--- src/rtl/fetch_pkg.sv ---
/*
 * Shared widths, typedefs and structs for the instruction fetch front end:
 * fetched line, decoded instruction and the fetcher state encoding
 */
package fetch_pkg;

   // Ring geometry and instruction limits
   localparam int LINE_BYTES     = 16;
   localparam int QUEUE_LINES    = 4;
   localparam int MAX_INST_BYTES = 8;

   // Bits of the byte offset within a line and of the entry index
   localparam int OFFSET_W = $clog2(LINE_BYTES);
   localparam int INDEX_W  = $clog2(QUEUE_LINES);

   typedef logic [15:0] addr_t;

   // Byte k of a line or window sits at bits [8k+7:8k]
   typedef logic [LINE_BYTES*8-1:0] line_t;
   typedef logic [LINE_BYTES*8-1:0] window_t;

   // Valid bytes in the queue, 0 to 64; also the width of the head pointer
   typedef logic [6:0] byte_count_t;

   // Instruction length or bytes consumed, 1 to 8
   typedef logic [3:0] inst_len_t;

   // Line handed from the fetcher to the queue
   typedef struct packed {
      line_t data;
      addr_t addr;
   } fetch_line_t;

   // Decoded instruction, bytes above len are zero
   typedef struct packed {
      addr_t                       pc;
      inst_len_t                   len;
      logic [MAX_INST_BYTES*8-1:0] bytes;
   } instr_t;

   typedef enum logic [1:0] {
      IDLE,
      WAIT_RESP,
      DROP_RESP
   } fetch_state_t;

endpackage

--- src/rtl/fetch_top.sv ---
/*
 * Fetch front end top level: line fetcher, instruction queue
 * and length decoder between the memory port and the decode output
 */
`timescale 1ns/100ps

module fetch_top
   import fetch_pkg::*;
(
   input  logic   clk,
   input  logic   reset_i,
   input  logic   redirect_i,
   input  addr_t  redirect_addr_i,
   output logic   mem_req_o,
   output addr_t  mem_addr_o,
   input  logic   mem_valid_i,
   input  line_t  mem_data_i,
   input  logic   stall_i,
   output logic   instr_valid_o,
   output instr_t instr_o
);

   fetch_line_t fetch_line;
   logic        line_valid;
   logic        line_ready;
   logic        window_valid;
   byte_count_t valid_bytes;
   window_t     window;
   inst_len_t   bytes_read;
   logic        accept;

   line_fetcher u_fetcher (
      .clk             (clk),
      .reset_i         (reset_i),
      .redirect_i      (redirect_i),
      .redirect_addr_i (redirect_addr_i),
      .mem_valid_i     (mem_valid_i),
      .mem_data_i      (mem_data_i),
      .line_ready_i    (line_ready),
      .mem_req_o       (mem_req_o),
      .mem_addr_o      (mem_addr_o),
      .line_valid_o    (line_valid),
      .line_o          (fetch_line)
   );

   // Redirect flushes the ring and loads the target byte offset
   instruction_queue u_queue (
      .clk            (clk),
      .reset_i        (reset_i),
      .flush_i        (redirect_i),
      .load_offset_i  (redirect_addr_i[OFFSET_W-1:0]),
      .line_valid_i   (line_valid),
      .line_i         (fetch_line),
      .bytes_read_i   (bytes_read),
      .accept_i       (accept),
      .line_ready_o   (line_ready),
      .window_valid_o (window_valid),
      .valid_bytes_o  (valid_bytes),
      .window_o       (window)
   );

   length_decoder u_decoder (
      .clk             (clk),
      .reset_i         (reset_i),
      .redirect_i      (redirect_i),
      .redirect_addr_i (redirect_addr_i),
      .stall_i         (stall_i),
      .window_valid_i  (window_valid),
      .valid_bytes_i   (valid_bytes),
      .window_i        (window),
      .bytes_read_o    (bytes_read),
      .accept_o        (accept),
      .instr_valid_o   (instr_valid_o),
      .instr_o         (instr_o)
   );

endmodule

--- src/rtl/instruction_queue.sv ---
/*
 * Instruction queue: four-line ring with a byte-granular head pointer,
 * a 16-byte window starting at the head and a count of valid bytes
 */
`timescale 1ns/100ps

module instruction_queue
   import fetch_pkg::*;
(
   input  logic                clk,
   input  logic                reset_i,
   input  logic                flush_i,
   input  logic [OFFSET_W-1:0] load_offset_i,
   input  logic                line_valid_i,
   input  fetch_line_t         line_i,
   input  inst_len_t           bytes_read_i,
   input  logic                accept_i,
   output logic                line_ready_o,
   output logic                window_valid_o,
   output byte_count_t         valid_bytes_o,
   output window_t             window_o
);

   line_t                  entry_q [QUEUE_LINES];
   logic [QUEUE_LINES-1:0] entry_valid_q;
   logic [QUEUE_LINES-1:0] entry_valid_d;

   // Tail counts lines with one wrap bit, head counts bytes with one wrap bit
   logic [INDEX_W:0]       tail_q;
   byte_count_t            head_q;
   byte_count_t            head_adv;
   byte_count_t            tail_bytes;
   logic                   line_ready_q;

   logic                   in_accept;
   logic                   crossing;
   logic [INDEX_W-1:0]     head_idx;
   logic [INDEX_W-1:0]     next_idx;
   logic [INDEX_W-1:0]     tail_idx;
   logic [2*LINE_BYTES*8-1:0] pair;

   assign in_accept = line_valid_i && line_ready_q;
   assign head_adv  = head_q + byte_count_t'(bytes_read_i);
   assign head_idx  = head_q[OFFSET_W +: INDEX_W];
   assign next_idx  = head_idx + 1'b1;
   assign tail_idx  = tail_q[INDEX_W-1:0];

   // An instruction is at most half a line, so one boundary at most
   assign crossing = accept_i && (head_adv[OFFSET_W +: INDEX_W+1] != head_q[OFFSET_W +: INDEX_W+1]);

   always_comb begin
      entry_valid_d = entry_valid_q;
      if (in_accept) begin
         entry_valid_d[tail_idx] = 1'b1;
      end
      // Head left this entry behind
      if (crossing) begin
         entry_valid_d[head_idx] = 1'b0;
      end
      if (flush_i) begin
         entry_valid_d = '0;
      end
   end

   always_ff @(posedge clk) begin
      if (reset_i) begin
         entry_valid_q <= '0;
         tail_q        <= '0;
         head_q        <= '0;
         line_ready_q  <= 1'b0;
      end else begin
         entry_valid_q <= entry_valid_d;
         line_ready_q  <= ~&entry_valid_d;
         if (flush_i) begin
            tail_q <= '0;
            head_q <= byte_count_t'(load_offset_i);
         end else begin
            if (in_accept) tail_q <= tail_q + 1'b1;
            if (accept_i) head_q <= head_adv;
         end
      end
   end

   always_ff @(posedge clk) begin
      if (in_accept) entry_q[tail_idx] <= line_i.data;
   end

   // Head entry and its successor, shifted down by the head byte offset
   assign pair     = {entry_q[next_idx], entry_q[head_idx]};
   assign window_o = window_t'(pair >> {head_q[OFFSET_W-1:0], 3'b000});

   assign tail_bytes     = byte_count_t'({tail_q, {OFFSET_W{1'b0}}});
   assign window_valid_o = |entry_valid_q;

   // Modulo distance from head to end of the last filled line
   assign valid_bytes_o = window_valid_o ? tail_bytes - head_q : '0;

   assign line_ready_o = line_ready_q;

endmodule

--- src/rtl/length_decoder.sv ---
/*
 * Length decoder: measures the instruction at the window front,
 * emits it registered with its pc and reports the bytes consumed
 */
`timescale 1ns/100ps

module length_decoder
   import fetch_pkg::*;
(
   input  logic        clk,
   input  logic        reset_i,
   input  logic        redirect_i,
   input  addr_t       redirect_addr_i,
   input  logic        stall_i,
   input  logic        window_valid_i,
   input  byte_count_t valid_bytes_i,
   input  window_t     window_i,
   output inst_len_t   bytes_read_o,
   output logic        accept_o,
   output logic        instr_valid_o,
   output instr_t      instr_o
);

   inst_len_t                   len;
   logic [MAX_INST_BYTES*8-1:0] mask;
   addr_t                       pc_q;
   instr_t                      instr_q;
   logic                        instr_valid_q;

   // Length rule is the low three bits of the first byte plus one
   assign len = inst_len_t'(window_i[2:0]) + 1'b1;

   assign accept_o = window_valid_i && (valid_bytes_i >= byte_count_t'(len)) && !stall_i
                     && !redirect_i;
   assign bytes_read_o = len;

   always_comb begin
      for (int k = 0; k < MAX_INST_BYTES; k++) begin
         mask[k*8 +: 8] = (k < len) ? 8'hff : 8'h00;
      end
   end

   always_ff @(posedge clk) begin
      if (reset_i) begin
         pc_q          <= '0;
         instr_valid_q <= 1'b0;
      end else if (redirect_i) begin
         pc_q          <= redirect_addr_i;
         instr_valid_q <= 1'b0;
      end else if (!stall_i) begin
         instr_valid_q <= accept_o;
         if (accept_o) pc_q <= pc_q + addr_t'(len);
      end
   end

   // Output only changes on accept, so it holds while stalled
   always_ff @(posedge clk) begin
      if (accept_o) begin
         instr_q <= '{pc: pc_q, len: len, bytes: window_i[MAX_INST_BYTES*8-1:0] & mask};
      end
   end

   assign instr_valid_o = instr_valid_q;
   assign instr_o       = instr_q;

endmodule

--- src/rtl/line_fetcher.sv ---
/*
 * Line fetcher: issues aligned line requests to instruction memory,
 * holds the answer as a pending line for the queue, drops stale answers
 */
`timescale 1ns/100ps

module line_fetcher
   import fetch_pkg::*;
(
   input  logic        clk,
   input  logic        reset_i,
   input  logic        redirect_i,
   input  addr_t       redirect_addr_i,
   input  logic        mem_valid_i,
   input  line_t       mem_data_i,
   input  logic        line_ready_i,
   output logic        mem_req_o,
   output addr_t       mem_addr_o,
   output logic        line_valid_o,
   output fetch_line_t line_o
);

   fetch_state_t state_q;
   addr_t        next_addr_q;
   addr_t        req_addr_q;
   logic         req_q;
   fetch_line_t  pending_q;
   logic         pending_valid_q;
   logic         issue;
   logic         capture;

   // One request at a time, and only with the pending slot empty
   assign issue   = (state_q == IDLE) && line_ready_i && !pending_valid_q && !redirect_i;
   assign capture = (state_q == WAIT_RESP) && mem_valid_i && !redirect_i;

   assign mem_req_o    = req_q;
   assign mem_addr_o   = req_addr_q;
   assign line_valid_o = pending_valid_q;
   assign line_o       = pending_q;

   always_ff @(posedge clk) begin
      if (reset_i) begin
         state_q         <= IDLE;
         next_addr_q     <= '0;
         req_q           <= 1'b0;
         pending_valid_q <= 1'b0;
      end else begin
         req_q <= issue;
         case (state_q)
            IDLE:      if (issue) state_q <= WAIT_RESP;
            WAIT_RESP: begin
               if (mem_valid_i) state_q <= IDLE;
               else if (redirect_i) state_q <= DROP_RESP;
            end
            // Answer to a request made before the redirect is swallowed here
            DROP_RESP: if (mem_valid_i) state_q <= IDLE;
            default:   state_q <= IDLE;
         endcase
         if (redirect_i) begin
            next_addr_q     <= redirect_addr_i & ~addr_t'(LINE_BYTES - 1);
            pending_valid_q <= 1'b0;
         end else if (capture) begin
            pending_valid_q <= 1'b1;
         end else if (pending_valid_q && line_ready_i) begin
            pending_valid_q <= 1'b0;
            next_addr_q     <= next_addr_q + addr_t'(LINE_BYTES);
         end
      end
   end

   always_ff @(posedge clk) begin
      if (issue) req_addr_q <= next_addr_q;
      if (capture) pending_q <= '{data: mem_data_i, addr: req_addr_q};
   end

endmodule

--- config.mk ---
export PLATFORM = sky130hd
export DESIGN_NAME = fetch_top
export DESIGN_NICKNAME = d
export VERILOG_FILES = /design/src/rtl/fetch_pkg.sv /design/src/rtl/fetch_top.sv /design/src/rtl/instruction_queue.sv /design/src/rtl/length_decoder.sv /design/src/rtl/line_fetcher.sv
export SDC_FILE = /design/constraint.sdc
export NUM_CORES = 1
export LEC_CHECK = 0
export BUFFER_PORTS_ARGS = -buffer_cell sky130_fd_sc_hd__buf_2
export CORE_MARGIN = 2
export CORE_UTILIZATION = 60
export CTS_CLUSTER_DIAMETER = 40
export DETAILED_ROUTE_END_ITERATION = 6
export HOLD_SLACK_MARGIN = 0.08
export PLACE_DENSITY_LB_ADDON = 0.08
export SETUP_SLACK_MARGIN = 0.05
export SYNTH_ARGS = -nofsm -noshare
export SYNTH_HDL_FRONTEND = slang
export SYNTH_SLANG_ARGS = --single-unit
--- constraint.sdc ---
create_clock -name clk -period 19.23 [get_ports clk]
set_input_delay 5.769 -clock clk [delete_from_list [all_inputs] [get_ports clk]]
set_output_delay 5.769 -clock clk [all_outputs]
set_load 0.02 [all_outputs]
==> impl_metrics.ini <==
[outcome]
status = finished clean

[cells_and_area]
nets = 2605
drive_above_1_share_pct = 30.1
nFillCells = 3927
final_common_cell = edfxtp_1
diodes = 0
fin_cells = 3283
syn_to_final_growth_pct = 13.8
layout_common_cells = edfxtp_1 (736), nand2_1 (336), mux4_2 (249)

[logic_synthesis]
synth.cell_area_sq_mm = 0.0356
synthArstFlopShare_pct = 0
synthCells = 2198
ys_types = 74
syn_area_per_cell_sq_um = 16.2
synth_top_area_share_pct = 62.0
synthTopCellsByArea = edfxtp_1 (62%), mux4_2 (16%), nand2_1 (3.5%), dfxtp_1 (2.8%), mux2i_1 (2.5%)
synth_edf_count = 736
ys_seq_area_share_pct = 64.8
synth_warnings = 0
synth_area_leader_cell = edfxtp_1
ys_ff_latch = 786
synthFlopType = edfxtp_1

[floorplan]
die_w_um = 248
core-area_sq_mm = 0.0589
die_y_um = 248
rows = 89
initial_core_util_pct = 60.5
ioPinCount = 251
dieArea_sq_mm = 0.0614

[timing]
hold_violations = 0
tightestPinTransition_ns = 1.19
setup_viol = 0
max_freq_ghz = 0.121
slew_headroom_pct = 20.7
min_period_ns = 8.24
slew_viol_final = 0
setup_slack_ns = 10.99
fin_crit_sh_pct = 42.8
tns_ns = 0
grt_setup_unrepaired = false
skew_ns = 0.0206

[grt]
grt_max_degree = 96
overflow = 0
track_usage_pct = 28.0
grt_pass1_wl_mm = 126
grt_pass1_vias = 19900
antenna_found_initial = 0

[placement]
place_inst = 3102
hpwl_mm = 55.3
portBuffers = 246
gp_congestion = 0.870
pre_cts_ws_ns = 10.94

[clock_tree]
h-tree-depth = 3
ctsResizeCount = 0
clk_path_buf_depth = 3
cts_buffers = 97
cts_tree = built
postCtsSetupBuffers = 0
clock-sinks = 786
cts_hold_buf = 0
cts.clk_slew.worst_paths_ns = 0.06
clk_latency_ns = 0.65
cts_root_buf = clkbuf_16

[critical_path]
cp_num_buf_inv = 6
path_cells = buf_4 -> buf_4 -> mux4_2 -> mux4_2 -> mux2i_1 -> mux2_4 -> inv_1 -> ha_1 -> clkinv_1 -> ha_1 -> a21o_1 -> a21o_1 -> a2111oi_2 -> buf_4 -> a21o_1 -> nor2_4 -> buf_4
max_stage_delay_ns = 0.98
cp.arrival_ns = 8.51
cp_common_cell = buf_4
slowest_stage = dfxtp_4
cp-start-kind = register
crit_family = buffers and inverters
worstSetupEndpointType = register
crit_path_max_fanout = 68
crit_type = reg -> reg
cp.required_ns = 19.50

[detailed_routing]
drtPass1Iterations = 7
drt_iter0_markers = 2488
num_vias = 21100
ant_nets = 0
viasPerCell = 6.42
wl_per_cell_um = 25.9
wirelength_mm = 85.0
post-route-drc-count = 0

[power]
peakVddDrop_mv = 0.0862
p_per_area_mw_per_mm2 = 96.9
p_leak_nw = 13.9

[hold_path]
hold_path.class = reg -> reg

[run]
drv_cap = 0
cells in the mapped netlist, types with 3 or more instances:
master,instances
buf_1,21
nor2_1,107
edfxtp_1,736
buf_2,30
o31a_1,4
inv_1,21
buf_4,16
xnor2_1,22
nand3_1,24
and3_1,16
a21oi_1,78
mux4_2,249
nand2_1,336
nor4_1,4
and2_1,4
a311oi_1,5
buf_6,15
o211ai_1,5
nor2b_1,7
a31oi_1,20
inv_2,4
nand4_1,4
mux4_1,3
o21ai_0,43
xor2_1,12
mux2i_1,89
a211oi_1,41
dfxtp_1,50
nand2b_1,4
a2111oi_0,6
or2_2,4
ha_1,26
nor3_1,14
clkbuf_1,62
mux2_2,39
buf_8,3
a21boi_0,12
o21bai_1,9
a21o_1,9
where the power goes:
part | internal [mW] | total, mW | switching (mW)
Sequential | 1.87 | 1.89 | 0.0136
Combinational | 0.0982 | 0.261 | 0.163
Clock | 1.04 | 1.78 | 0.741
Total | 3.01 | 3.93 | 0.918
state kept, by name (all words and copies together) (netlist names), 4 cells and up, named ones only:
name / count
u_decoder.instr_o: 84
u_decoder.pc_q: 16
u_fetcher.line_o: 128
u_fetcher.mem_addr_o: 12
u_fetcher.next_addr_q: 12
u_queue.entry_q: 512
u_queue.entry_valid_q: 4
u_queue.head_q: 7
cell families (layout without fill, tap and decap cells):
family	after synthesis	count (layout)	synth area share (%)
simple gates	530	530	6.08
buf+inv	175	484	2.62
flops	786	786	64.8
xor+xnor	34	34	0.836
compound gates	263	263	4.86
other cells	1	4	0.0105
mux	381	381	19.7
fa+ha+maj	28	28	1.03
worst paths after layout:
| path | start | depth (start not counted) | slack [ns] | endpoint |
|---|---|---|---|---|
| setup / recovery | register | 17 | 10.99 | u_decoder.instr_o[52] |
| hold / removal | u_fetcher.next_addr_q[15] | 0 | 0.45 | u_fetcher.mem_addr_o[15] |
| setup reg to reg | register | 17 | 10.99 | u_decoder.instr_o[52] |
| hold reg to reg | u_fetcher.next_addr_q[15] | 0 | 0.45 | u_fetcher.mem_addr_o[15] |
through the flow:
stage | total power, mW | hold slack (ns) | cell area, sq um | util, %
after floorplan | 2.09 | 0.428 | 35600 | -
after global placement | 2.17 | 0.442 | 37300 | 63.3
after detailed placement | 2.18 | 0.440 | 37300 | 63.3
after CTS | 3.95 | 0.456 | 40500 | 68.8
after global routing | 4.05 | 0.478 | 40500 | 68.8
final | 3.93 | 0.454 | 40500 | 68.8
per-layer routing:
layer / vias to the layer above / routed length (um) / track usage (%)
met3: 99 / 9010 / 6.29
li1: 9162 / - / -
met1: 10600 / 37000 / 44.7
met5: - / 0 / 0
met4: 0 / 1300 / 6.60
met2: 1181 / 37600 / 39.8
cell type report:
class | count | area [sq um] | share of cell area (%)
sequential | 786 | 23100 | 57.0
clock buffer | 110 | 2490 | 6.13
multi-input combinational | 1240 | 11600 | 28.7
timing repair buffer | 277 | 1460 | 3.61
tap | 773 | 967 | 2.39
clock inverter | 71 | 757 | 1.87
inverter | 26 | 101 | 0.250
Note: power is estimated with default switching activity, not from simulation.
